### config.mk
export PLATFORM = sky130hd
export DESIGN_NAME = pixel_pwm
export DESIGN_NICKNAME = d
export VERILOG_FILES = /design/src/common/panel_pkg.sv /design/src/hw/pixel_pwm.sv
export SDC_FILE = /design/constraint.sdc
export NUM_CORES = 1
export LEC_CHECK = 0
export ABC_AREA = 1
export ABC_CLOCK_PERIOD_IN_PS = 1200
export BUFFER_PORTS_ARGS = -buffer_cell sky130_fd_sc_hd__buf_4
export CORE_ASPECT_RATIO = 1.5
export CORE_MARGIN = 4
export CORE_UTILIZATION = 40
export DETAILED_ROUTE_END_ITERATION = 8
export GPL_TIMING_DRIVEN = 0
export PLACE_DENSITY = 0.82
export RECOVER_POWER = 100
export SYNTH_ARGS = -nofsm -noshare
export SYNTH_HDL_FRONTEND = slang
export SYNTH_SLANG_ARGS = --single-unit
### constraint.sdc
create_clock -name vclk -period 1.2
set_input_delay 0.24 -clock vclk [all_inputs]
set_output_delay 0.24 -clock vclk [all_outputs]
set_load 0.01 [all_outputs]
### src/common/panel_pkg.sv
package panel_pkg;

    // panel geometry, one half of the 64x64 panel is 32 rows
    localparam int col_bits = 6;
    localparam int row_bits = 5;
    localparam int cols     = 1 << col_bits;

    localparam int sub_bits          = 8;  // pseudo-PWM depth
    localparam int steal_period_bits = 4;  // every 16th subframe is stolen
    localparam int chan_bits         = 8;  // colour channel after expansion

    // driver idles this long after reset before shifting
    localparam int startup_cycles = 16;
    localparam int startup_bits   = $clog2(startup_cycles);

    // RAM address of one half: row above column
    typedef logic [row_bits+col_bits-1:0] fb_addr_t;

    localparam int fb_words = 1 << $bits(fb_addr_t);

    // APB word address, top bit picks the half
    typedef logic [$bits(fb_addr_t):0] apb_addr_t;

    // RGB565
    typedef struct packed {
        logic [4:0] red;
        logic [5:0] green;
        logic [4:0] blue;
    } pixel_t;

    // one shift bit per colour for a panel half
    typedef struct packed {
        logic r;
        logic g;
        logic b;
    } rgb_bits_t;

endpackage
### src/hw/pixel_pwm.sv
`timescale 1ns/1ps

module pixel_pwm import panel_pkg::*; (
    input  pixel_t              pix0,
    input  pixel_t              pix1,
    input  logic [sub_bits-1:0] threshold,
    input  logic                steal,
    output rgb_bits_t           rgb0,
    output rgb_bits_t           rgb1
);

    // expand a 565 pixel and compare each channel against the threshold
    function automatic rgb_bits_t pwm_bits(pixel_t pix, logic [sub_bits-1:0] thr);
        logic [chan_bits-1:0] red8;
        logic [chan_bits-1:0] green8;
        logic [chan_bits-1:0] blue8;
        rgb_bits_t            bits;
        red8   = {pix.red, 3'b000};    // zero fill at the low end
        green8 = {pix.green, 2'b00};
        blue8  = {pix.blue, 3'b000};
        bits.r = red8 > thr;
        bits.g = green8 > thr;
        bits.b = blue8 > thr;
        return bits;
    endfunction

    rgb_bits_t lit0;
    rgb_bits_t lit1;

    assign lit0 = pwm_bits(pix0, threshold);
    assign lit1 = pwm_bits(pix1, threshold);

    // stolen subframe shows black
    assign rgb0 = steal ? rgb_bits_t'(0) : lit0;
    assign rgb1 = steal ? rgb_bits_t'(0) : lit1;

endmodule

# Word level (Yosys, flattened, before mapping)
# Cells that the tools add are included.
dict set report totals {
  regBits 0
  input_bits 41
  out_inout_bits 6
}
dict set report classes {
  n_lt_le_gt_ge 6
  n_mux 2
}
# cell n
set op_table {}
lappend op_table {{> comparator 8 bit} 6}
lappend op_table {{2-to-1 mux 3 bit} 2}

# Depth between registers and ports, before layout
dict set report depth {
  word_depth 2
  mapped_depth 8
  depth_no_buf 8
}

# Worst setup path after synthesis
# No wires, ideal clock.
dict set report synth_path {
  path_type {in2out}
  startpoint {input threshold[7]}
  endpoint {output rgb1[1] (netlist name)}
  arrival_time_ns 1.034
  t_required_ns 0.960
  slack_ns -0.074
  stages 8
  path_buffers 0
  cell_sequence {inv_1 -> ha_1 -> nand2_1 -> inv_2 -> nand2_2 -> nor2_2 -> nor2_1 -> nor2_1}
}
# item line
set synth_rtl {}
lappend synth_rtl {{from (decl)} pixel_pwm.sv:6} ;# input logic [sub_bits-1:0] threshold,
lappend synth_rtl {{to (decl)} pixel_pwm.sv:9} ;# output rgb_bits_t rgb1

==> metrics.md <==
| Metric | Value |
|---|---|
| Status | complete, but fails checks |
| Failing checks | negative setup slack |
| VDD IR max | 0.000238 V |
| Largest net degree at the start of global routing | 7 |
| Vias in the first global route | 1058 |
| DR DRC count | 0 |
| 1st-pass router iterations | 6 |
| Worst rel slew slack | roughly four fifths |
| Fin Setup TNS | -2.40 ns |
| Die Height | approximately 67 um |
| Multiplexer share of the synthesized area | 0% |
| CP required | 0.96 ns |
| Layout clock buffers | 0 |
| Layout Utilization | a little over four fifths |
| Sw power | 363 uW |
| Logic pwr share | 100.0% |
| Final ANT Viol Nets | 0 |
| Wire per inst | 16.5 um |
| Dominant cells by area after synthesis | ha_1 (43%), nand2_1 (21%), inv_1 (8.5%) |
| IO buf count | 47 |
| Total Routed Length | ~3.8 mm |
| Max Clock Freq | 601 MHz |
| Die Wd | ~47 um |
| Fillcell total | about 110 |
| Xor and xnor area share after synthesis | 0% |
| Tcrit/Tclk final | 139% |
| Via density | 5.15 |
| Power share of the clock group | 0% |
| Largest family of logic cells by synthesized area | adder cells |
| Flop pwr share | 0% |
| Sw Ratio | 48.9% |
| Global route total overflow | 0 |
| Yosys warns | 0 |
| Initial Util | between 40% and 50% |
| RSZ-0062 raised after global routing | yes |
| Sequential-to-total area share from yosys stat | 0% |
| Number of DRC markers in iteration 0 | 17 |
| Yosys cell types | 10 |
| Average size of a mapped cell | 6.03 um^2 |
| Slew @ Worst Pin | 0.271 ns |
| Cell taking the most area after synthesis | ha_1 |
| Critical Path AT | 1.42 ns |
| Top-count cell post-synth | nand2_1 |
| Core region area | 2230 um^2 |
| GR Util All Layers | around 19% |
| IO Count | 47 |
| Worst Path Max Fanout | 3 |
| Net Count, Synth | around 230 |
| Synth top cells by count | nand2_1 (51), ha_1 (32), inv_1 (21) |
| HP Class | input pin to primary output |
| Layout cells sized above 1 | 63.5% |
| Initial antenna violation count | 0 |
| FP Rows | 21 |
| Worst setup path class | input pin to primary output |
| CP startpoint kind | input pin |
| Hold_buf cts | 0 |
| Cell Pwr Density | approximately 400 nW/um^2 |
| Pleak | just under 0.0009 uW |
| Simple-gate share of the synthesized area | 41.6% |
| Area of the multi-input gates | 1250 um^2 |
| GP Congestion | 0.772 |
| Slack of the critical path | -0.464 ns |
| Net total in the final layout | 283 |
| Max-Cap Viols | 0 |
| Full die area | between 3000 and 4000 um^2 |
| Int Power | 379 uW |
| Crit path time final | 1.66 ns |
| Endpoints failing setup | 6 |
| Synth Area in Adders | between 40% and 50% |
| First-pass GRT wire length | 4.49 mm |
| Post-synthesis compound-gate area fraction | between 4 and 5% |
| Share of the synthesized area in the top cell type | between 40 and 50% |
| Final Hold Fails | 0 |
| Synth Cell Area | 928 um^2 |
| Vias | roughly 1200 |
| Reg area | 0 um^2 |
| N_diodes | 0 |
| DP HPWL | 1.85 mm |
| Layout area overhead | 102% |
| Cells after synthesis | 154 |
| Slew Viols, Final | 0 |
| FF+latch count | 0 |
| Crit end category | primary output |
-- per-stage QoR --
step	hold slack (ns)	total power, uW	area [um^2]	std cells	worst slack [ns]
floorplan	0.663	264	933	154	-0.0651
global placement	0.938	432	1320	224	-0.430
detailed placement	0.940	443	1320	224	-0.448
CTS	0.943	583	1680	229	-0.352
global route	0.988	805	1880	231	-0.496
finish	0.962	742	1880	231	-0.464
-- logic make-up after synthesis --
logic type	after synthesis
AND/OR/NAND/NOR	87
adder cells (fa/ha/maj)	32
buffers and inverters	27
AO/OA/AOI/OAI	8
-- layout make-up --
cell class | count | area share, %
multi-input cells | 127 | 66.7
repair buffers | 54 | 25.4
inverters | 27 | 6.40
well taps | 23 | 1.53
-- cells in the final DEF, fill, tap and decap left out, drive strengths merged --
cell type,count
nand2,57
buf,54
ha,32
nor2,26
inv,22
a21oi,8
clkinvlp,5
nor3,4
-- routing by layer --
layer,track usage (%),routed length (um)
met1,21.7,1380
met2,37.9,2120
met3,1.62,191
met4,2.08,121
met5,0,0
-- critical path: stages --
cell        delay [ns]
buf_6             0.08
clkinvlp_4        0.10
buf_6             0.15
ha_4              0.28
nand2_4           0.06
nor3_4            0.20
nor2_2            0.07
nor2_2            0.13
buf_6             0.12
-- path summary, 6_finish.rpt --
| kind | start | end | slack (ns) | cells after the start |
|---|---|---|---|---|
| worst min-delay path | steal | rgb1[2] | 0.96 | 5 |
| worst max-delay path | threshold[5] | rgb1[2] | -0.46 | 9 |
-- power by group through the flow --
stage	registers [uW]	logic, uW	clock network (uW)
after floorplan	0	264	0
after CTS	0	583	0
after global placement	0	432	0
after detailed placement	0	443	0
after global routing	0	805	0
final	0	742	0
-- repair_timing --
action | CTS | global route
endpoints found under the setup margin | 6 | 6
resized for setup | 37 | 31
setup buffers | 5 | 2
pin swaps | 11 | 20
Power figures use the tool's default switching activity.
