--- src/common/panel_pkg.sv ---
package panel_pkg;

    // panel geometry, one half of the 64x64 panel is 32 rows
    localparam int col_bits = 6;
    localparam int row_bits = 5;
    localparam int cols     = 1 << col_bits;

    localparam int sub_bits          = 8;  // pseudo-PWM depth
    localparam int steal_period_bits = 4;  // every 16th subframe is stolen
    localparam int chan_bits         = 8;  // colour channel after expansion

    // driver idles this long after reset before shifting
    localparam int startup_cycles = 16;
    localparam int startup_bits   = $clog2(startup_cycles);

    // RAM address of one half: row above column
    typedef logic [row_bits+col_bits-1:0] fb_addr_t;

    localparam int fb_words = 1 << $bits(fb_addr_t);

    // APB word address, top bit picks the half
    typedef logic [$bits(fb_addr_t):0] apb_addr_t;

    // RGB565
    typedef struct packed {
        logic [4:0] red;
        logic [5:0] green;
        logic [4:0] blue;
    } pixel_t;

    // one shift bit per colour for a panel half
    typedef struct packed {
        logic r;
        logic g;
        logic b;
    } rgb_bits_t;

endpackage
--- src/hw/scan_counter.sv ---
`timescale 1ns/1ps

module scan_counter import panel_pkg::*; (
    input  logic                clk,
    input  logic                pll_locked,
    input  logic                step,
    output fb_addr_t            scan_addr,
    output logic [row_bits-1:0] row,
    output logic                steal,
    output logic [sub_bits-1:0] threshold
);

    logic [col_bits-1:0] col;
    logic [sub_bits-1:0] subframe;

    // subframe, row and column form one counter
    always_ff @(posedge clk or negedge pll_locked) begin
        if (!pll_locked) begin
            subframe <= '0;
            row      <= '0;
            col      <= '0;
        end else if (step) begin
            {subframe, row, col} <= {subframe, row, col} + 1'b1;
        end
    end

    assign scan_addr = {row, col};

    // low subframe bits all ones
    assign steal = &subframe[steal_period_bits-1:0];

    // bit reversed so lit and dark subframes interleave finely
    always_comb begin
        for (int i = 0; i < sub_bits; i++) begin
            threshold[i] = subframe[sub_bits-1-i];
        end
    end

endmodule

--- config.mk ---
export PLATFORM = sky130hd
export DESIGN_NAME = scan_counter
export DESIGN_NICKNAME = d
export VERILOG_FILES = /design/src/common/panel_pkg.sv /design/src/hw/scan_counter.sv
export SDC_FILE = /design/constraint.sdc
export NUM_CORES = 1
export LEC_CHECK = 0
export BUFFER_PORTS_ARGS = -buffer_cell sky130_fd_sc_hd__buf_2
export CAP_MARGIN = 30
export CORE_UTILIZATION = 43
export DETAILED_ROUTE_END_ITERATION = 8
export PLACE_DENSITY = 0.74
export SLEW_MARGIN = 20
export SYNTH_ARGS = -nofsm -noshare
export SYNTH_HDL_FRONTEND = slang
export SYNTH_SLANG_ARGS = --single-unit
--- constraint.sdc ---
create_clock -name clk -period 1.5 [get_ports clk]
set_input_delay 0.3 -clock clk [delete_from_list [all_inputs] [get_ports clk]]
set_output_delay 0.3 -clock clk [all_outputs]
set_load 0.005 [all_outputs]
### Yosys cells after proc, flatten, opt, wreduce, memory -nomap -nowiden

Index checks and enable logic that the tools add are counted.

| cells by class | value |
|---|---|
| add/sub/neg operators | 1 |
| reduce and logical (&&, ||, !) cells | 1 |

Operators by type and width:

| kind | count |
|---|---|
| 19-bit by 1-bit adder with 19-bit output (second input constant) | 1 |
| 4-bit AND reduction | 1 |

| storage, ports and cells | value |
|---|---|
| bits in registers | 19 |
| input bits | 3 |
| output and inout bits | 25 |
| logic and storage cells | 5 |

### Depth between registers and ports, before layout

| logic depth | value |
|---|---|
| depth after elaboration | 1 |
| depth in mapped cells | 5 |
| gate-level depth less buffers | 5 |

### Worst setup path before layout

No wires, ideal clock.

| timing | value |
|---|---|
| path type | register to register |
| start point | register col[0] |
| end point | register subframe[3] |
| setup time | 0.124 ns |
| data arrival time | 1.180 ns |
| data required time | 1.376 ns |
| slack | 0.196 ns |
| cell stages (with the launch flop) | 6 |
| path buffers | 0 |
| period minus slack after synthesis | 1.304 ns |
| path through | dfrtp_1 -> ha_1 -> nand3_1 -> nor3_2 -> nand4_1 -> xnor2_1 |

| between the ends | value |
|---|---|
| longest elaborated chain between the ends | 1 |

Ends and longest elaborated chain:

| element | line | source |
|---|---|---|
| start: declaration | scan_counter.sv:13 | `logic [col_bits-1:0] col;` |
| start signal: assignment | scan_counter.sv:23 | `{subframe, row, col} <= {subframe, row, col} + 1'b1;` |
| 19-bit by 1-bit adder with 19-bit output | scan_counter.sv:23 |  |
| end signal: assignment | scan_counter.sv:23 |  |
| end: declaration | scan_counter.sv:14 | `logic [sub_bits-1:0] subframe;` |

No other way between the ends.
A chain may end at the register's enable or synchronous reset.

### Worst setup path after layout

| timing | value |
|---|---|
| start point | register subframe[0] |
| end point | output steal |

| between the ends | value |
|---|---|
| longest elaborated chain between the ends | 1 |

Ends and longest elaborated chain:

| element | line | source |
|---|---|---|
| 4-bit AND reduction | scan_counter.sv:30 | `assign steal = &subframe[steal_period_bits-1:0];` |
| end: declaration | scan_counter.sv:9 | `output logic steal,` |

No other way between the ends.

==> impl_results.md <==
- Status: finished clean
- GPL Wtd Cong: roughly 0.76
- Final Max Slew Viols: 0
- Overall Global Routing Usage: 0.153
- Row count: 16
- Clock root cell: clkbuf_4
- DRT iter0 DRCs: 2
- Crit path DAT: 1.10 ns
- Drt first pass iters: 3
- Remaining Overflow, GRT: 0
- Num CTS Buffers: 3
- DR WL/cell: 12.3 um
- CP max stage delay: 0.46 ns
- Max-cap violations: 0
- Slowest-stage cell, CP: dfrtp_1
- Share of cells above drive strength 1: 0.412
- WP buf/inv: 1
- LEAKAGE: 0.556 nW
- FF+latch count, synth: 19
- Final setup fails: 0
- Clock sinks: 19
- Clock transition at path regs: 0.10 ns
- Area grow syn2layout: 20.7%
- Rel. slew slack: 0.731
- Setup crit end kind: output pin
- Fin cells: 129
- Cell area after synthesis: 893 um^2
- DRT antenna net count: 0
- Layout Nets: about 110
- Critical Path Start Type: flip-flop
- Clock latency on the worst-skew pair: 0.28 ns
- Total Power: 1.31 mW
- Global-route wire length before repair: approximately 2300 um
- Max Fclk: 0.714 GHz
- Commonest non-fill, non-tap cells in the layout: buf_2 (27), dfrtp_1 (17), xnor2_1 (12)
- Avg Inst Size Synth: 12.1 um^2
- Crit-path cells: and4_1 > buf_2
- Largest net degree at the start of global routing: 20
- Diode count: 0
- CTS max path bufs: 2
- Peak supply drop: roughly 0.00074 V
- Die H: between 40 and 50 um
- Worst-path maximum fanout: 6
- Core ar.: 1960 um^2
- Initial antenna violation count: 0
- Post-DP HPWL: 1130 um
- Hold/Removal Path Class: primary input to flip-flop
- Worst-Margin Slew: 0.403 ns
- Die Area: 2260 um^2
- WP data required: 1.20 ns
- Synth cell types: 17
- Cell family with most CP delay: flip-flops
- DR vias: 614
- # IOs: 28
- Starting Density: 0.455
- Final Skew: 0.00141 ns
- Layout fillers: between 150 and 200
- Commonest non-fill, non-tap cell in the layout: buf_2
- Total number of H-tree levels: 1
- Seq/Total Area, Yosys: 0.532
- Vias per inst: approximately 4.8
- Final WL: around 1600 um
- Port Buffers: 27
- Yosys warning count: 0
- DIE WIDTH: 47.6 um
- Vias in the first global route: 550
- Shortest period the worst path allows: 1.40 ns
- Syn Nets: 78
- Cells after synthesis: 74
- DRC Markers: 0
- Placed cells: 123
- CTS tree: done
- P per Cell Area: 1220 nW/um^2
- Tcrit/Tclk final: 0.934
- Final Hold Viols: 0
- WS Path Type: flip-flop to output pin
## worst register-to-register path, cell delays in order (launching register included)
cell and delay [ns]:
dfrtp_2 0.42, ha_1 0.22, nand3_2 0.13, nor3_2 0.25, nand4_1 0.14, xnor2_1 0.14
## path summary, 6_finish.rpt
path / end / slack, ns / startpoint / cells after the start
worst max-delay path: steal / 0.1 / subframe[0]$_DFFE_PN0P_ / 2
max in group asynchronous: col[0]$_DFFE_PN0P_ / 0.72 / pll_locked / 2
min in group asynchronous: subframe[5]$_DFFE_PN0P_ / 0.47 / pll_locked / 2
worst min register to register: subframe[7]$_DFFE_PN0P_ / 0.48 / subframe[7]$_DFFE_PN0P_ / 1
worst max register to register: subframe[3]$_DFFE_PN0P_ / 0.1 / col[1]$_DFFE_PN0P_ / 5
worst min-delay path: col[0]$_DFFE_PN0P_ / 0.31 / step / 2
## Yosys cell counts
master | n | area share
dfrtp_1 | 19 | 0.53
xnor2_1 | 12 | 0.12
nand2_1 | 8 | 0.034
xor2_1 | 6 | 0.059
buf_4 | 5 | 0.042
nand3_1 | 4 | 0.022
nor2_1 | 4 | 0.017
nand4_1 | 3 | 0.021
and3_1 | 2 | 0.014
nand4_4 | 2 | 0.048
nor3_1 | 2 | 0.011
nor3_2 | 2 | 0.022
and4_1 | 1 | 0.0098
ha_1 | 1 | 0.014
mux2_2 | 1 | 0.013
nand4_2 | 1 | 0.014
or2_4 | 1 | 0.0098
## registers in the layout (all words and copies together), names as in the netlist
signal and cells:
row 5, col 6, subframe 8
## routing by layer
layer	wire (um)	share of wire	GRT usage	vias up
li1	-	-	-	304
met1	726	0.46	0.187	291
met2	782	0.49	0.258	17
met3	59	0.037	0.0340	2
met4	13	0.0082	0.0667	0
met5	0	0	0	-
## layout make-up
cell class,count,area [um^2],area share
Sequential cell,19,478,0.443
Multi-Input combinational cell,50,388,0.360
Timing Repair Buffer,29,153,0.142
Tap cell,27,33.8,0.0313
Clock buffer,4,26.3,0.0244
## logic make-up (layout without fill, tap and decap cells)
| family | Yosys count | after routing | synth area share |
|---|---|---|---|
| buf+inv | 5 | 33 | 0.0420 |
| mux | 1 | 1 | 0.0126 |
| simple gates | 30 | 30 | 0.223 |
| fa+ha+maj | 1 | 1 | 0.0140 |
| flops | 19 | 19 | 0.532 |
| xor+xnor | 18 | 18 | 0.176 |
## stage by stage
| stage | TNS (ns) | worst slack, ns | hold slack (ns) | cell area [um^2] | util |
|---|---|---|---|---|---|
| floorplan | 0 | 0.196 | 0.00441 | 893 | - |
| global placement | 0 | 0.150 | 0.251 | 1020 | 0.522 |
| detailed placement | 0 | 0.0933 | 0.253 | 1020 | 0.522 |
| CTS | 0 | 0.0468 | 0.287 | 1060 | 0.541 |
| global route | -0.0121 | -0.00623 | 0.312 | 1080 | 0.550 |
| finish | 0 | 0.0992 | 0.313 | 1080 | 0.550 |
## what timing repair did
item	in CTS	in global routing
endpoints found under the setup margin	0	6
hold endpoints to repair	19	0
hold buffers	1	0
buffers inserted	0	1
resized for setup	0	4
## where the power goes
| group | leakage [nW] | internal [mW] | switching, mW | total [mW] |
|---|---|---|---|---|
| registers | 0.252 | 0.609 | 0.137 | 0.746 |
| logic | 0.290 | 0.180 | 0.146 | 0.326 |
| clock network | 0.0150 | 0.103 | 0.138 | 0.242 |
(Power assumes the default switching activity.)
