--- config.mk ---
export PLATFORM = sky130hd
export DESIGN_NAME = panel_driver
export DESIGN_NICKNAME = d
export VERILOG_FILES = /design/src/common/panel_pkg.sv /design/src/hw/panel_driver.sv
export SDC_FILE = /design/constraint.sdc
export NUM_CORES = 1
export LEC_CHECK = 0
export BUFFER_PORTS_ARGS = -buffer_cell sky130_fd_sc_hd__buf_2
export CAP_MARGIN = 15
export CORE_MARGIN = 8
export CORE_UTILIZATION = 56
export DETAILED_ROUTE_END_ITERATION = 10
export HOLD_SLACK_MARGIN = 0.06
export MAX_ROUTING_LAYER = met4
export PLACE_DENSITY = 0.86
export SYNTH_ARGS = -nofsm -noshare
export SYNTH_HDL_FRONTEND = slang
export SYNTH_SLANG_ARGS = --single-unit
--- constraint.sdc ---
create_clock -name clk -period 3.3 [get_ports clk]
set_clock_uncertainty 0.1 [all_clocks]
set_input_delay 0.66 -clock clk [delete_from_list [all_inputs] [get_ports clk]]
set_output_delay 0.66 -clock clk [all_outputs]
set_load 0.02 [all_outputs]
--- src/common/panel_pkg.sv ---
package panel_pkg;

    // panel geometry, one half of the 64x64 panel is 32 rows
    localparam int col_bits = 6;
    localparam int row_bits = 5;
    localparam int cols     = 1 << col_bits;

    localparam int sub_bits          = 8;  // pseudo-PWM depth
    localparam int steal_period_bits = 4;  // every 16th subframe is stolen
    localparam int chan_bits         = 8;  // colour channel after expansion

    // driver idles this long after reset before shifting
    localparam int startup_cycles = 16;
    localparam int startup_bits   = $clog2(startup_cycles);

    // RAM address of one half: row above column
    typedef logic [row_bits+col_bits-1:0] fb_addr_t;

    localparam int fb_words = 1 << $bits(fb_addr_t);

    // APB word address, top bit picks the half
    typedef logic [$bits(fb_addr_t):0] apb_addr_t;

    // RGB565
    typedef struct packed {
        logic [4:0] red;
        logic [5:0] green;
        logic [4:0] blue;
    } pixel_t;

    // one shift bit per colour for a panel half
    typedef struct packed {
        logic r;
        logic g;
        logic b;
    } rgb_bits_t;

endpackage
--- src/hw/panel_driver.sv ---
`timescale 1ns/1ps

module panel_driver import panel_pkg::*; (
    input  logic                clk,
    input  logic                pll_locked,
    input  rgb_bits_t           rgb0_in,
    input  rgb_bits_t           rgb1_in,
    input  logic [row_bits-1:0] row_in,
    output logic                step,

    // panel pins, all registered
    output rgb_bits_t           rgb0,
    output rgb_bits_t           rgb1,
    output logic [row_bits-1:0] row_addr,
    output logic                blank,
    output logic                latch,
    output logic                sclk
);

    typedef enum logic [2:0] {
        ST_START,
        ST_DATA,     // column data out, sclk low
        ST_CLK,      // sclk high
        ST_BLANK,
        ST_LATCH,
        ST_UNBLANK
    } state_t;

    localparam logic [col_bits-1:0] last_col = col_bits'(cols - 1);

    state_t                  state;
    logic [col_bits-1:0]     col;         // column now on the pins
    logic [startup_bits-1:0] start_cnt;
    logic                    start_done;
    logic                    load_pixels;

    assign start_done = (state == ST_START) && (start_cnt == '0);

    // a step lands on the pins three cycles later, so run two columns ahead
    always_comb begin
        case (state)
            ST_START:   step = start_done;                // column 1 of row 0
            ST_CLK:     step = (col < col_bits'(cols - 2));
            ST_BLANK:   step = 1'b1;                      // column 0 of next row
            ST_UNBLANK: step = 1'b1;                      // column 1 of next row
            default:    step = 1'b0;
        endcase
    end

    // every entry into ST_DATA takes fresh column bits
    assign load_pixels = start_done
        || (state == ST_CLK && col != last_col)
        || (state == ST_UNBLANK);

    always_ff @(posedge clk or negedge pll_locked) begin
        if (!pll_locked) begin
            state     <= ST_START;
            start_cnt <= startup_bits'(startup_cycles - 1);
            col       <= '0;
            rgb0      <= '0;
            rgb1      <= '0;
            row_addr  <= '0;
            blank     <= 1'b1;   // dark until the first row is latched
            latch     <= 1'b0;
            sclk      <= 1'b0;
        end else begin
            if (load_pixels) begin
                rgb0 <= rgb0_in;
                rgb1 <= rgb1_in;
            end
            case (state)
                ST_START: begin
                    if (start_done) begin
                        state <= ST_DATA;
                    end else begin
                        start_cnt <= start_cnt - 1'b1;
                    end
                end
                ST_DATA: begin
                    sclk  <= 1'b1;
                    state <= ST_CLK;
                end
                ST_CLK: begin
                    sclk <= 1'b0;
                    col  <= col + 1'b1;   // wraps to 0 after the last column
                    if (col == last_col) begin
                        blank <= 1'b1;
                        state <= ST_BLANK;
                    end else begin
                        state <= ST_DATA;
                    end
                end
                ST_BLANK: begin
                    latch    <= 1'b1;
                    row_addr <= row_in;   // still the row just shifted
                    state    <= ST_LATCH;
                end
                ST_LATCH: begin
                    latch <= 1'b0;
                    blank <= 1'b0;
                    state <= ST_UNBLANK;
                end
                ST_UNBLANK: state <= ST_DATA;
                default:    state <= ST_START;
            endcase
        end
    end

endmodule

; ---- Word level (Yosys, flattened, before mapping)
; Index checks and enable logic that the tools add are counted.
; W data, S select, Z words.
[totals]
wordCells = 46
input_bits = 13
output_inout_bits = 15
reg_bits = 27
[classes]
mux = 8
eq_ne = 9
reduce_logical = 12
n_addsub = 2
bitwise = 1
magnitude_cmp = 1
[ops]
columns = operator, n
row1 = $pmux W3 S6, 1
row2 = $add A6 B1 Y6 const B, 1
row3 = $eq A3 B2 Y1 const B, 2
row4 = $eq A3 B3 Y1 const B, 2
row5 = $eq A6 B6 Y1 const B, 1
row6 = $lt A6 B6 Y1 const B, 1
row7 = $ne A6 B6 Y1 const B, 1
row8 = $pmux W1 S2, 3
row9 = $reduce_bool A2 Y1, 3
row10 = $logic_not A4 Y1, 1
row11 = $reduce_and A2 Y1, 2
row12 = $sub A4 B1 Y4 const B, 1
row13 = $eq A3 B1 Y1 const B, 1
row14 = $logic_not A3 Y1, 1
row15 = $mux W3, 1
row16 = $pmux W1 S3, 1
row17 = $logic_and A1 B1 Y1, 2
row18 = $logic_or A1 B1 Y1, 2
row19 = $mux W2, 1
row20 = $ne A2 B1 Y1 const B, 1
row21 = $ne A2 B2 Y1 const B, 1
row22 = $reduce_or A2 Y1, 1
row23 = $mux W1, 1
row24 = $not A1 Y1, 1

; ---- Depth between registers and ports, before layout
[logic_depth]
ltp_word = 4
depth_mapped = 6
depth_no_buf = 6

; ---- Worst setup path after synthesis
; Ideal clock, no wire load.
[synth_path]
kind = reg2out
startpoint = register start_cnt[0]
endpoint = output port step
stages_incl_launch_ff = 6
n_path_buf = 0
path_slack_ns = 1.029
t_arrival_ns = 1.511
required_ns = 2.540
cell_sequence = dfstp_2 inv_1 ha_1 or3b_4 o32ai_4 nand2b_1
[synth_between]
elab_chain_cells = 3
[synth_rtl]
columns = element, line_no
row1 = start: declaration, panel_driver.sv:33  ; logic [startup_bits-1:0] start_cnt;
row2 = start signal: assignment, panel_driver.sv:58  ; start_cnt <= startup_bits'(startup_cycles - 1);
row3 = start signal: assignment, panel_driver.sv:76  ; start_cnt <= start_cnt - 1'b1;
row4 = $logic_not A4 Y1, panel_driver.sv:37  ; assign start_done = (state == ST_START) && (start_cnt == '0);
row5 = $logic_and A1 B1 Y1, panel_driver.sv:37
row6 = $pmux W1 S3, panel_driver.sv:41  ; case (state)
row7 = end: declaration, panel_driver.sv:9  ; output logic step,
; Every way passes these cells.

; ---- Worst setup path after layout
; Ends and elaborated chain as after synthesis.

==> impl_metrics.tcl <==
set metrics [dict create \
    die_x_um 63.03 \
    io_pins 28 \
    pre_cts_slack_ns 0.9257 \
    fillers 161 \
    multi_input_area_um2 536.8 \
    start_util_pct 57.66 \
    yosys.area_share.simple_pct 14.65 \
    yosys.area_share.adder_pct 3.030 \
    setup_tns_ns 0 \
    p_int_uw 401.3 \
    report.final.slew_viol_count 0 \
    end_kind "output pin" \
    min_path_type "in -> async" \
    drt-initial-drc-count 10 \
    die_area_um2 3973 \
    avgSynthCellArea_um2 12.51 \
    worstMarginPinSlew_ns 0.5630 \
    criticalPathCategory "reg -> out" \
    total_leakage_power_nw 0.6774 \
    core_area_um2 2148 \
    place_area_um2 1404 \
    drive_gt1_share_pct 41.86 \
    synth_top_family_by_area "simple AND/OR/NAND/NOR gates" \
    dr.pass1.iters 4 \
    setup_viol_count_final 0 \
    grt_max_degree 28 \
    final_cell_mix "27 x buf_2, 22 x dfrtp_1, 10 x nand2_1" \
    clockBufferDepth 2 \
    num_vias 824 \
    antennaDiodeCount 0 \
    synth-xor-area-share_pct 4.949 \
    layout_commonest_cell "buf_2" \
    slew_headroom_pct 62.47 \
    area_growth_pct 15.76 \
    muxShareOfSynthArea_pct 12.73 \
    port_buffers 27 \
    die_y_um 63.03 \
    crit_buf_inv 2 \
    grt_pass1_wl_um 4050 \
    max_stage_delay_ns 0.41 \
    pwr-share-clk_pct 29.1 \
    synth.yosys.seq_area_share_pct 55.05 \
    syn_inst 99 \
    required_ns 2.54 \
    insertion_delay_ns 0.35 \
    gr-total-overflow 0 \
    post_cts_buffers 0 \
    finalHoldViolCount 0 \
    worst-endpoint-arrival_ns 2.00 \
    fin_nets 146 \
    switching_share_pct 24.87 \
    grt_pass1_vias 912 \
    ctsHoldBuffers 0 \
    cts_tree "done" \
    maxCapViolCount 0 \
    drc_errors 0 \
    path_cells "inv_1 -> ha_1 -> or3b_4 -> o32ai_4 -> nand2b_1 -> buf_2" \
    p_total_uw 534.2 \
    fmax_mhz 362.8 \
    p_seq_share_pct 64.0 \
    ctsHtreeMaxLevel 1 \
    post_cts_resize_count 0 \
    clockRootBuffer "clkbuf_4" \
    clk_pin_slew_ns 0.16 \
    power.switching_uw 132.9 \
    synth_nets 115 \
    cp_slowest_cell "dfstp_2" \
    via_per_inst 5.248 \
    wl_per_cell_um 15.11 \
    synth_cell_types 27 \
    rsz0062_at_grt "no" \
    gp_congestion 0.7866 \
    regArea_um2 681.9 \
    groute.usage.overall_pct 13.04 \
    final_cell_area_um2 1434 \
    ir_drop_v 0.0002715 \
    antenna_found_initial 0 \
    synth-compound-area-share_pct 7.980 \
    power_frac_comb_pct 7.0 \
    postRouteAntennaNets 0 \
    syn_area_um2 1239 \
    min_period_ns 2.756 \
    synth_seq_cells 27 \
    start_kind "flop" \
    power.density_nw_per_um2 372.6 \
    path_delay_family "simple AND/OR/NAND/NOR gates" \
    dp_hpwl_um 1852 \
    clock-sinks 27 \
    worst_slack_ns 0.5437 \
    fin_crit_sh_pct 83.52 \
    placementRows 17 \
    wl_um 2373 \
    whs_ns 0.1692 \
    outcome "complete, no violations" \
    ys_warn_count 0 \
    cp_max_fo 3 \
    cts_made_buffers 3 \
]
-- area by class of cell --
| class | instances | area share [%] |
|---|---|---|
| sequential | 27 | 47.56 |
| inverter | 4 | 1.047 |
| timing repair buffer | 27 | 9.424 |
| tap | 28 | 2.443 |
| clock buffer | 3 | 1.571 |
| clock inverter | 1 | 0.5236 |
| multi-input combinational | 67 | 37.43 |
-- cell usage after synthesis --
| cell type | instances | area (um^2) |
|---|---|---|
| xnor2_1 | 5 | 43.79 |
| inv_1 | 4 | 15.01 |
| or3b_1 | 1 | 8.760 |
| nand2b_1 | 5 | 31.28 |
| nand4_1 | 3 | 18.77 |
| mux2_4 | 6 | 90.09 |
| nor2_1 | 4 | 15.01 |
| nand2_1 | 10 | 37.54 |
| nor2_4 | 1 | 11.26 |
| nor3_1 | 3 | 15.01 |
| buf_2 | 1 | 5.000 |
| o32ai_4 | 1 | 27.53 |
| o21ai_0 | 6 | 30.03 |
| dfrtp_1 | 22 | 550.5 |
| or3b_4 | 1 | 11.26 |
| mux2_2 | 6 | 67.56 |
| or2_2 | 2 | 12.51 |
| a21oi_1 | 2 | 10.01 |
| nor2b_1 | 1 | 6.260 |
| nor4_1 | 1 | 6.260 |
| xor2_1 | 2 | 17.52 |
| a22oi_1 | 1 | 7.510 |
| a21oi_4 | 1 | 16.27 |
| ha_1 | 3 | 37.54 |
| dfstp_2 | 5 | 131.4 |
| a21o_1 | 1 | 7.510 |
| and2b_1 | 1 | 7.510 |
-- metal layers --
layer | part of all wire, % | up-vias | global-route usage (%)
met5 | 0 | - | -
met2 | 50 | 20 | 20.36
met4 | 2.8 | 0 | 6.838
li1 | - | 399 | -
met1 | 44 | 398 | 15.01
met3 | 3.1 | 7 | 3.405
-- state kept, by name, indices dropped and copies added (netlist names) --
signal / flops
col: 6
row_addr: 5
start_cnt: 4
rgb0: 3
rgb1: 3
state: 3
blank: 1
latch: 1
sclk: 1
-- stage by stage --
stage,utilization [%],instances
after floorplan,-,99
after global placement,65.35,153
after detailed placement,65.35,153
after CTS,66.74,157
after global routing,66.74,157
final,66.74,157
-- worst register-to-register path, cell delays in order, from the launching register on --
cell and delay [ns]:
dfstp_2 0.58, inv_1 0.06, ha_1 0.20, or3b_4 0.26, o32ai_4 0.10, a21oi_4 0.29
mux2_4 0.33
-- power by group through the flow --
stage	clock [mW]	sequential, mW	combinational, mW
finish	0.155	0.342	0.0373
global route	0.171	0.342	0.0409
CTS	0.156	0.342	0.0386
detailed placement	0	0.347	0.0387
global placement	0	0.347	0.0375
floorplan	0	0.356	0.00804
-- worst paths after layout --
| path | slack [ns] | endpoint | start | cells past startpoint |
|---|---|---|---|---|
| worst min-delay path | 0.17 | rgb1[0]$_DFFE_PN0P_ | pll_locked | 1 |
| worst max register to register | 1.29 | rgb1[2]$_DFFE_PN0P_ | start_cnt[0]$_DFFE_PN1P_ | 6 |
| min in group clk | 0.41 | sclk$_DFFE_PN0P_ | sclk$_DFFE_PN0P_ | 2 |
| max in group asynchronous | 2.54 | start_cnt[2]$_DFFE_PN1P_ | pll_locked | 1 |
| worst max-delay path | 0.54 | step | start_cnt[0]$_DFFE_PN1P_ | 6 |
| worst min register to register | 0.41 | sclk$_DFFE_PN0P_ | sclk$_DFFE_PN0P_ | 2 |
-- logic make-up after synthesis --
| family | Yosys count |
|---|---|
| AND/OR/NAND/NOR | 33 |
| adder cells (fa/ha/maj) | 3 |
| AO/OA/AOI/OAI | 12 |
| flip-flops | 27 |
| buffers and inverters | 5 |
| XOR/XNOR | 7 |
| multiplexers | 12 |
Note: power is estimated with default switching activity, not from simulation.
