==> src/common/panel_pkg.sv <==
package panel_pkg;

    // panel geometry, one half of the 64x64 panel is 32 rows
    localparam int col_bits = 6;
    localparam int row_bits = 5;
    localparam int cols     = 1 << col_bits;

    localparam int sub_bits          = 8;  // pseudo-PWM depth
    localparam int steal_period_bits = 4;  // every 16th subframe is stolen
    localparam int chan_bits         = 8;  // colour channel after expansion

    // driver idles this long after reset before shifting
    localparam int startup_cycles = 16;
    localparam int startup_bits   = $clog2(startup_cycles);

    // RAM address of one half: row above column
    typedef logic [row_bits+col_bits-1:0] fb_addr_t;

    localparam int fb_words = 1 << $bits(fb_addr_t);

    // APB word address, top bit picks the half
    typedef logic [$bits(fb_addr_t):0] apb_addr_t;

    // RGB565
    typedef struct packed {
        logic [4:0] red;
        logic [5:0] green;
        logic [4:0] blue;
    } pixel_t;

    // one shift bit per colour for a panel half
    typedef struct packed {
        logic r;
        logic g;
        logic b;
    } rgb_bits_t;

endpackage
==> src/common/fb_port_if.sv <==
`timescale 1ns/1ps

// one RAM half's port, shared by scan reads and APB access
interface fb_port_if import panel_pkg::*; ();

    fb_addr_t addr;
    pixel_t   wdata;
    logic     wen;
    pixel_t   rdata;   // word at last cycle's addr

    modport client (
        output addr,
        output wdata,
        output wen,
        input  rdata
    );

    modport mem (
        input  addr,
        input  wdata,
        input  wen,
        output rdata
    );

endinterface

==> src/framebuffer/fb_access.sv <==
`timescale 1ns/1ps

module fb_access import panel_pkg::*; (
    input  logic             clk,
    input  logic             pll_locked,

    // APB slave
    input  logic             psel,
    input  logic             penable,
    input  logic             pwrite,
    input  apb_addr_t        paddr,
    input  pixel_t           pwdata,
    output pixel_t           prdata,
    output logic             pready,

    input  fb_addr_t         scan_addr,
    input  logic             steal,

    fb_port_if.client        port0,
    fb_port_if.client        port1,
    output pixel_t           pix0,
    output pixel_t           pix1
);

    logic     half_sel;     // 1 selects the lower panel half
    fb_addr_t apb_word;
    logic     access;       // APB access phase
    logic     wr_go;
    logic     rd_issue;
    logic     rd_pending;   // RAM read issued last cycle

    assign half_sel = paddr[$bits(apb_addr_t)-1];
    assign apb_word = paddr[$bits(fb_addr_t)-1:0];
    assign access   = psel && penable;

    // a write lands in the first access cycle inside the steal window
    assign wr_go = access && pwrite && steal;

    // read goes out once, completes next cycle if the window is still open
    assign rd_issue = access && !pwrite && steal && !rd_pending;

    always_ff @(posedge clk or negedge pll_locked) begin
        if (!pll_locked) begin
            rd_pending <= 1'b0;
        end else begin
            rd_pending <= rd_issue;   // falls back to reissue if steal dropped
        end
    end

    assign pready = access && steal && (pwrite || rd_pending);
    assign prdata = half_sel ? port1.rdata : port0.rdata;

    // outside the window both halves follow the scan
    always_comb begin
        port0.addr  = steal ? apb_word : scan_addr;
        port1.addr  = steal ? apb_word : scan_addr;
        port0.wdata = pwdata;
        port1.wdata = pwdata;
        port0.wen   = wr_go && !half_sel;
        port1.wen   = wr_go && half_sel;
    end

    // pixel_pwm blanks these while steal is high
    assign pix0 = port0.rdata;
    assign pix1 = port1.rdata;

endmodule

==> src/flat_wrapper.sv <==
// flat-port wrapper written by rule: the top's interface ports become plain ports
module fb_access_flat import panel_pkg::*;
  (clk, pll_locked, psel, penable, pwrite, paddr, pwdata, prdata, pready, scan_addr, steal, pix0, pix1, port0_addr, port0_wdata, port0_wen, port0_rdata, port1_addr, port1_wdata, port1_wen, port1_rdata);
  fb_port_if port0_i ();
  fb_port_if port1_i ();
  input  logic clk;
  input  logic pll_locked;
  input  logic psel;
  input  logic penable;
  input  logic pwrite;
  input  apb_addr_t paddr;
  input  pixel_t pwdata;
  output pixel_t prdata;
  output logic pready;
  input  fb_addr_t scan_addr;
  input  logic steal;
  output pixel_t pix0;
  output pixel_t pix1;
  output wire logic [$bits(port0_i.addr)-1:0] port0_addr;
  output wire logic [$bits(port0_i.wdata)-1:0] port0_wdata;
  output wire logic [$bits(port0_i.wen)-1:0] port0_wen;
  input wire logic [$bits(port0_i.rdata)-1:0] port0_rdata;
  output wire logic [$bits(port1_i.addr)-1:0] port1_addr;
  output wire logic [$bits(port1_i.wdata)-1:0] port1_wdata;
  output wire logic [$bits(port1_i.wen)-1:0] port1_wen;
  input wire logic [$bits(port1_i.rdata)-1:0] port1_rdata;
  assign port0_addr = port0_i.addr;
  assign port0_wdata = port0_i.wdata;
  assign port0_wen = port0_i.wen;
  assign port0_i.rdata = port0_rdata;
  assign port1_addr = port1_i.addr;
  assign port1_wdata = port1_i.wdata;
  assign port1_wen = port1_i.wen;
  assign port1_i.rdata = port1_rdata;
  fb_access u_core (.clk(clk), .pll_locked(pll_locked), .psel(psel), .penable(penable), .pwrite(pwrite), .paddr(paddr), .pwdata(pwdata), .prdata(prdata), .pready(pready), .scan_addr(scan_addr), .steal(steal), .port0(port0_i), .port1(port1_i), .pix0(pix0), .pix1(pix1));
endmodule
==> config.mk <==
export PLATFORM = sky130hd
export DESIGN_NAME = fb_access_flat
export DESIGN_NICKNAME = d
export VERILOG_FILES = /design/src/common/panel_pkg.sv /design/src/common/fb_port_if.sv /design/src/framebuffer/fb_access.sv /design/src/flat_wrapper.sv
export SDC_FILE = /design/constraint.sdc
export NUM_CORES = 1
export LEC_CHECK = 0
export ABC_AREA = 1
export BUFFER_PORTS_ARGS = -buffer_cell sky130_fd_sc_hd__buf_2
export CAP_MARGIN = 20
export CORE_AREA = 4 4 69 71
export DETAILED_ROUTE_END_ITERATION = 16
export DIE_AREA = 0 0 73 75
export PLACE_DENSITY_LB_ADDON = 0.12
export SLEW_MARGIN = 20
export SYNTH_ARGS = -nofsm -noshare
export SYNTH_HDL_FRONTEND = slang
export SYNTH_SLANG_ARGS = --single-unit
==> constraint.sdc <==
create_clock -name clk -period 0.8 [get_ports clk]
set_input_delay 0.04 -clock clk [delete_from_list [all_inputs] [get_ports clk]]
set_output_delay 0.04 -clock clk [all_outputs]
set_load 0.01 [all_outputs]
== Yosys cells after proc, flatten, opt, wreduce, memory -nomap -nowiden ==
Cells that the tools add are included.

* Bits in registers: 1
* Latch bits: 0
* Bits in writable memories: 0
* Memory bits (read-only): 0
* Input port bits: 77
* Output and inout bits: 105
* Memories kept: 0

* Add/sub/neg operators: 0
* Multiply operators: 0
* Div/mod/pow operators: 0
* Magnitude comparators: 0
* Equal/unequal tests: 0
* Shift-type cells: 0
* Multiplexer cells: 2
* Bitwise operators: 0
* Reduce and logical (&&, ||, !) cells: 14

{| class="wikitable"
|+ Operators by type and width
! kind !! count
|-
| two-way mux 16 bit || 1
|-
| two-way mux 11 bit || 1
|-
| logical AND 1 bit || 10
|-
| logical NOT 1 bit || 3
|-
| logical OR 1 bit || 1
|}

== Logic depth before layout (Yosys ltp) ==
Gate-level depths: netlist of run 1.

* Word-level depth: 4
* Depth in mapped cells: 5
* Mapped depth without buffers: 3

== Worst setup path before layout of run 1 ==
No wires, ideal clock.

* Kind: input to output
* Start: in steal
* End: out port1_addr[1]
* Data arrival time: 0.695 ns
* Path slack: 0.065 ns
* Cell stages on the path: 3
* Buffers on the path: 2
* Cells stage by stage: buf_6 -> o21ai_0 -> buf_4

* Longest elaborated chain between the ends: 1

{| class="wikitable"
|+ RTL lines
! what !! RTL line !! text
|-
| start, declared || flat_wrapper.sv:16 || <nowiki>input logic steal;</nowiki>
|-
| two-way mux 11 bit || -- ||
|-
| end, declared || flat_wrapper.sv:23 || <nowiki>output wire logic [$bits(port1_i.addr)-1:0] port1_addr;</nowiki>
|}

Every way passes these cells.

== Final worst setup path of run 1 ==
* Start: in steal
* End: out port0_addr[1]

* Longest elaborated chain between the ends: 1

{| class="wikitable"
|+ RTL lines
! what !! RTL line !! text
|-
| two-way mux 11 bit || fb_access.sv:55 || <nowiki>port0.addr = steal ? apb_word : scan_addr;</nowiki>
|-
| end, declared || flat_wrapper.sv:19 || <nowiki>output wire logic [$bits(port0_i.addr)-1:0] port0_addr;</nowiki>
|}

Every way passes these cells.

==> results of run 1 <==
cell families after synthesis:
logic type / Yosys count
AO/OA/AOI/OAI: 12
buffers and inverters: 94
flip-flops: 1
AND/OR/NAND/NOR: 65
Yosys cell counts:
cell,instances,area [µm²]
buf_6,5,56.3
o21ai_0,7,35.0
o21ai_2,1,8.76
nand3_1,1,5.00
nand2_1,60,225
inv_1,13,48.8
dfrtp_1,1,25.0
o21ai_1,3,15.0
nand4_2,1,12.5
inv_6,1,8.76
nor2_2,1,6.26
a21oi_1,1,5.00
nor2_1,2,7.51
buf_4,75,563
through the flow:
stage	area, µm²	setup WS, ps	total power [µW]	hold slack, ps	cells
2_1_floorplan	1020	65.0	701	-256	172
3_3_place_gp	1180	53.6	785	-185	280
3_5_place_dp	1180	34.5	778	-184	280
4_1_cts	1190	38.4	785	80.1	281
5_1_grt	1190	4.69	854	80.0	281
6_report	1190	45.7	769	80.0	281
worst register-to-register path: cells and delay by family, from the launching register on:
kind          cells  cell delay (ps)
buf+inv           1               60
flops             1              340
simple gates      2              140
power groups by stage:
stage	clock network, µW	logic [µW]	registers [µW]
2_1_floorplan	0	648	53.0
3_3_place_gp	0	732	53.1
3_5_place_dp	0	725	53.1
4_1_cts	0	732	53.1
5_1_grt	0	801	53.1
6_report	0	716	53.1
area by class of cell:
type	count	area (µm²)
fill	507	3040
tap	52	65.1
sequential	1	25.0
timing repair buffer	137	723
multi-input combinational	77	320
inverter	14	57.6
worst max-delay path by stage:
stage,depth (start not counted),startpoint,end,slack (ps)
2_1_floorplan,3,steal,port1_addr[1],60
3_3_place_gp,4,steal,port1_addr[2],50
3_5_place_dp,4,steal,port0_addr[3],30
4_1_cts,4,steal,port0_addr[3],40
5_1_grt,4,steal,port1_addr[1],5
6_report,4,steal,port0_addr[1],50
repair_timing:
action	4_1_cts	5_1_grt
endpoints found under the hold margin	1	0
gates resized for setup	0	1
endpoints found under the setup margin	0	2
hold buffers	1	0
metal layers:
metal	wire, µm	global-route usage [%]	vias to the layer above
met5	0	0	-
met4	25	0.820	0
met3	440	2.67	6
met2	1490	16.8	82
met1	987	9.38	439
li1	-	-	552
==> flow_summary.toml, run 1 <==
[status]
status = "completed"

[synth]
synth_compound_area_share_pct = 6.24
yosysWarnings = 0
synthAdderAreaFrac_pct = 0
yosysUniqueCellTypes = 14
synth.mux.area_fraction_pct = 0
synth_top_family_by_area = "buffers and inverters"
synth_nets = 249
synth-simple-area-share_pct = 25.1
ys_ff_latch = 1
synth_xor_area_share_pct = 0
syn_area_per_cell_um2 = 5.94
synth-seq-area-share_pct = 2.45
postSynthCellCount = 172
synth.cell_area_um2 = 1020

[timing]
fin_tns_setup_ps = 0
finalHoldViolations = 0
slew_headroom_pct = 85.4
drv_slew = 0
fin_crit_ps = 754
worstMarginPinSlew_ps = 217
fmax_mhz = 1330
skew_ps = 0
period_share_pct = 94.3
rsz0062_at_grt = "no"
setup_viol = 0

[setup_path]
r2r_start = "u_core.rd_pending"
cp_common_cell = "buf_2"
cp_top_family = "buffers and inverters"
worstReg2RegEnd = "u_core.rd_pending"
startpoint_type = "primary input"
reg2regPathDepth = 3
critPathSlowestCell = "o21ai_0"
max_stage_delay_ps = 220
path_class = "primary input to output pin"
cp_max_fo = 22
crit_buf_inv = 3
end_kind = "output pin"
critical_path_arrival_ps = 710
reg2reg_slack_ps = 190
required_ps = 760
cp_cell_sequence = "buf_2 -> buf_12 -> o21ai_0 -> buf_2"

[cells_and_area]
final_nets = 308
final_core_util_pct = 28.1
top_regs = "u_core.rd_pending: 1 flops"
final_common_cell = "buf_2"
largest_reg_flops = 1
layout_common_cells = "buf_2 (133), nand2_1 (60), inv_1 (13)"
drive_gt1_share_pct = 61.1
area_growth_syn_to_layout_pct = 16.5
num_antenna_cells = 0
regMostFlops = "u_core.rd_pending"

[global_routing]
grt_max_degree = 23
grt_remaining_overflow = 0
grt_first_pass_wirelength_mm = 3.97
grt_pass1_vias = 916
antenna_found_initial = 0
grt.total_usage_pct = 8.61

[pwr]
p_leak_uw = 0.000846
p_sw_uw = 378
switching_share_pct = 49.2
pwr-share-comb_pct = 93.1
internal_power_uw = 391
power_frac_clock_pct = 0
peakVddDrop_v = 0.000165
power_frac_seq_pct = 6.9
power_density_nw_per_um2 = 645

[min_path]
hp-start = "pwdata[13]"
worstHoldPathCells = 0
holdCritPathClass = "primary input to output pin"
hold_end = "port0_wdata[13]"

[place]
port_buffers = 133
finalWeightedCongestion = 0.726
dp_hpwl_mm = 2.68

[floorplan]
io_pins = 182
die_w_um = 73
die_h_um = 75
core-area_um2 = 4230
rows = 24
dieArea_um2 = 5480
start_util_pct = 24.1

[detailed_routing]
drtIter0Drc = 8
drtPass1Iterations = 3
postRouteAntennaNets = 0
wl_per_cell_um = 10.5
wl_mm = 2.95
vias = 1079
vias_per_cell = 3.84
remaining_drc_errors = 0

[cts]
clock_latency_ps = 0
post_cts_buffers = 0

[flow_run]
maxCapViolations = 0
(Power assumes the default switching activity.)
==> inputs of run 2 (changes only) <==
Settings changed: PLACE_DENSITY set to 0.77, PLACE_DENSITY_LB_ADDON 0.12 to unset.
==> flow_summary.toml, run 2 (same netlist as run 1, synthesis figures left out) <==
[timing]
period_share_pct = 87.9
drv_slew = 0
fin_crit_ps = 703
whs_ps = 80.0
skew_ps = 0
fmax_mhz = 1420
worstMarginPinSlew_ps = 240
finalHoldViolations = 0
fin_tns_setup_ps = 0
setup_viol = 0
rsz0062_at_grt = "no"
slew_headroom_pct = 84.0

[setup_path]
cp_cell_sequence = "buf_2 -> buf_12 -> nand2_1 -> nand2_1 -> buf_2"
critPathSlowestCell = "buf_2"
path_class = "primary input to output pin"
startpoint_type = "primary input"
required_ps = 760
cp_max_fo = 10
max_stage_delay_ps = 230
end_kind = "output pin"
critical_path_arrival_ps = 660
reg2reg_slack_ps = 190

[detailed_routing]
wl_per_cell_um = 9.59
wl_mm = 2.68
drtPass1Iterations = 4
vias_per_cell = 3.94
postRouteAntennaNets = 0
drtIter0Drc = 13
remaining_drc_errors = 0
vias = 1100

[cells_and_area]
top_regs = "u_core.rd_pending: 1 flops"
final_nets = 306
stdcell_area_um2 = 1170
area_growth_syn_to_layout_pct = 14.4
final_core_util_pct = 27.6
drive_gt1_share_pct = 60.8
largest_reg_flops = 1
layout_common_cells = "buf_2 (132), nand2_1 (60), inv_1 (13)"
final_common_cell = "buf_2"
num_antenna_cells = 0
regMostFlops = "u_core.rd_pending"

[pwr]
peakVddDrop_v = 0.000258
power_density_nw_per_um2 = 644
p_leak_uw = 0.000834

[global_routing]
grt_remaining_overflow = 0
grt_pass1_vias = 891
grt.total_usage_pct = 7.76
antenna_found_initial = 0
grt_max_degree = 25
grt_first_pass_wirelength_mm = 3.56

[flow_run]
maxCapViolations = 0

[floorplan]
dieArea_um2 = 5480
io_pins = 182
start_util_pct = 24.1
core-area_um2 = 4230
die_w_um = 73
rows = 24
die_h_um = 75

[min_path]
holdCritPathClass = "primary input to output pin"

[cts]
clock_latency_ps = 0
post_cts_buffers = 0

[place]
post_dp_cell_area_um2 = 1150
port_buffers = 133
finalWeightedCongestion = 0.688
dp_hpwl_mm = 2.49

[status]
status = "completed"
## run 2: cell types whose count changed in the layout (fill, tap and decap cells not counted), sizes merged
cell / delta
buf: -2
## run 2: final cells by class
cell class,count,area (µm²)
fillers,483,3060
repair buffers,135,702
inverters,14,57.6
well taps,52,65.1
multi-input cells,77,320
flip-flops and latches,1,25.0
## run 2: final timing paths
check                                  start                 to  cells past startpoint
setup reg to reg           u_core.rd_pending  u_core.rd_pending                      3
setup / recovery                   paddr[11]         prdata[14]                      5
hold reg to reg            u_core.rd_pending  u_core.rd_pending                      3
hold / removal                    pwdata[12]    port1_wdata[12]                      0
max in group asynchronous         pll_locked  u_core.rd_pending                      2
min in group asynchronous         pll_locked  u_core.rd_pending                      2
## run 2: layer usage
layer / share of wire (%) / GRT usage [%] / wire (µm) / vias up
met1: 34 / 8.67 / 920 / 434
met5: 0 / 0 / 0 / -
li1: - / - / - / 550
met4: 0.30 / 0.410 / 8 / 0
met3: 18 / 2.40 / 484 / 3
met2: 47 / 15.0 / 1260 / 113
## run 2: power by group
part	switching, µW	leakage [µW]	internal [µW]
Combinational	373	0.000820	327
Sequential	0.329	0.0000137	52.8
Clock	0	0	0
Total	374	0.000834	380
## run 2: through the flow
step                worst slack, ps  power (µW)  std cells
floorplan                      65.0         701        172
global placement              -3.52         750        278
detailed placement            -58.1         757        278
CTS                            74.7         765        279
global route                   35.3         831        279
finish                         96.5         754        279
## run 2: critical path: cells and delay by family
kind | cells | cell delay [ps]
buffers and inverters | 3 | 520
and+or+nand+nor | 2 | 100
## run 2: timing repair
item	CTS	global route
endpoints found under the setup margin	3	1
hold endpoints to repair	1	0
gates resized for setup	1	1
hold buffers	1	0
==> inputs of run 3 (changes only) <==
Settings changed: ABC_CLOCK_PERIOD_IN_PS set to 800, MAX_ROUTING_LAYER set to met4, REMOVE_ABC_BUFFERS set to 1.
==> flow_summary.toml, run 3 (same netlist as run 1, synthesis figures left out) <==
[floorplan]
die_h_um = 75
die_w_um = 73
io_pins = 182
core-area_um2 = 4230
start_util_pct = 24.1
dieArea_um2 = 5480
rows = 24

[pwr]
internal_power_uw = 388
p_sw_uw = 382
pwr-share-comb_pct = 93.1
switching_share_pct = 49.7
power_frac_clock_pct = 0
power_density_nw_per_um2 = 649
p_leak_uw = 0.000846
power_uw = 770
peakVddDrop_v = 0.000250
power_frac_seq_pct = 6.9

[timing]
drv_slew = 0
fin_tns_setup_ps = 0
skew_ps = 0
rsz0062_at_grt = "no"
fin_ws_ps = 54.7
setup_viol = 0
fin_crit_ps = 745
worstMarginPinSlew_ps = 192
finalHoldViolations = 0
fmax_mhz = 1340
period_share_pct = 93.2
slew_headroom_pct = 87.1

[place]
port_buffers = 133
dp_hpwl_mm = 2.99
place_ws_ps = 53.3
finalWeightedCongestion = 0.713

[setup_path]
cp_max_fo = 11
end_kind = "output pin"
cp_cell_sequence = "buf_2 -> buf_4 -> o21ai_0 -> buf_2"
critical_path_arrival_ps = 710
required_ps = 760
crit_buf_inv = 3
max_stage_delay_ps = 200
path_class = "primary input to output pin"
startpoint_type = "primary input"
cp_common_cell = "buf_2"
cp_top_family = "buffers and inverters"
critPathSlowestCell = "o21ai_0"

[global_routing]
grt_pass1_vias = 1011
grt.total_usage_pct = 10.5
antenna_found_initial = 0
grt_first_pass_wirelength_mm = 4.52
grt_remaining_overflow = 0
grt_max_degree = 18

[detailed_routing]
wl_per_cell_um = 11.5
vias = 1121
postRouteAntennaNets = 0
vias_per_cell = 3.98
remaining_drc_errors = 0
drtPass1Iterations = 2
drtIter0Drc = 18
wl_mm = 3.24

[cells_and_area]
num_antenna_cells = 0
final_nets = 309
layout_common_cells = "buf_2 (133), nand2_1 (60), inv_1 (13)"
area_growth_syn_to_layout_pct = 16.0
final_core_util_pct = 28.0
n_fill_cell = 464
drive_gt1_share_pct = 61.3
largest_reg_flops = 1
top_regs = "u_core.rd_pending: 1 flops"
regMostFlops = "u_core.rd_pending"
final_common_cell = "buf_2"

[status]
status = "completed"

[flow_run]
maxCapViolations = 0

[cts]
post_cts_buffers = 0
clock_latency_ps = 0

[min_path]
holdCritPathClass = "primary input to output pin"
run 3: cell types whose count changed in the layout (fill, tap and decap cells not counted):
cell and delta:
buf_2 +1, buf_4 +3, buf_6 -1, o21ai_0 -2
o21ai_1 +2
run 3: path summary, 6_finish.rpt:
path | start | to | slack [ps] | cells past startpoint
worst max register to register | u_core.rd_pending | u_core.rd_pending | 180 | 3
max in group asynchronous | pll_locked | u_core.rd_pending | 350 | 2
worst min register to register | u_core.rd_pending | u_core.rd_pending | 490 | 3
worst min-delay path | pwdata[9] | port0_wdata[9] | 80 | 0
min in group asynchronous | pll_locked | u_core.rd_pending | 370 | 2
worst max-delay path | steal | port0_addr[3] | 50 | 4
run 3: routing by layer:
| metal | routed length [µm] | GRT usage [%] | vias up |
|---|---|---|---|
| li1 | - | - | 556 |
| met1 | 1220 | 13.0 | 442 |
| met2 | 1420 | 15.6 | 121 |
| met3 | 595 | 6.28 | 2 |
| met4 | 4 | 0 | 0 |
| met5 | 0 | - | - |
run 3: power groups by stage:
stage | registers [µW] | logic [µW] | clock network, µW
3_5_place_dp | 53.1 | 723 | 0
5_1_grt | 53.1 | 804 | 0
6_report | 53.1 | 717 | 0
4_1_cts | 53.1 | 729 | 0
3_3_place_gp | 53.1 | 716 | 0
2_1_floorplan | 53.0 | 214 | 0
run 3: stage by stage:
| stage | hold slack (ps) | area, µm² | std cells |
|---|---|---|---|
| 5_1_grt | 80.1 | 1190 | 282 |
| 4_1_cts | 80.1 | 1190 | 282 |
| 3_5_place_dp | -184 | 1180 | 281 |
| 2_1_floorplan | -256 | 403 | 92 |
| 3_3_place_gp | -186 | 1180 | 281 |
| 6_report | 80.1 | 1190 | 282 |
run 3: timing repair:
action,in CTS,in global routing
setup endpoints to repair,0,4
hold endpoints to repair,1,0
hold buffers,1,0
resized for setup,0,2
run 3: cell type report:
type	instances	area, µm²	share of cell area [%]
timing repair buffer	138	718	60.5
multi-input combinational	77	320	27.0
tap	52	65.1	5.49
inverter	14	57.6	4.85
sequential	1	25.0	2.11
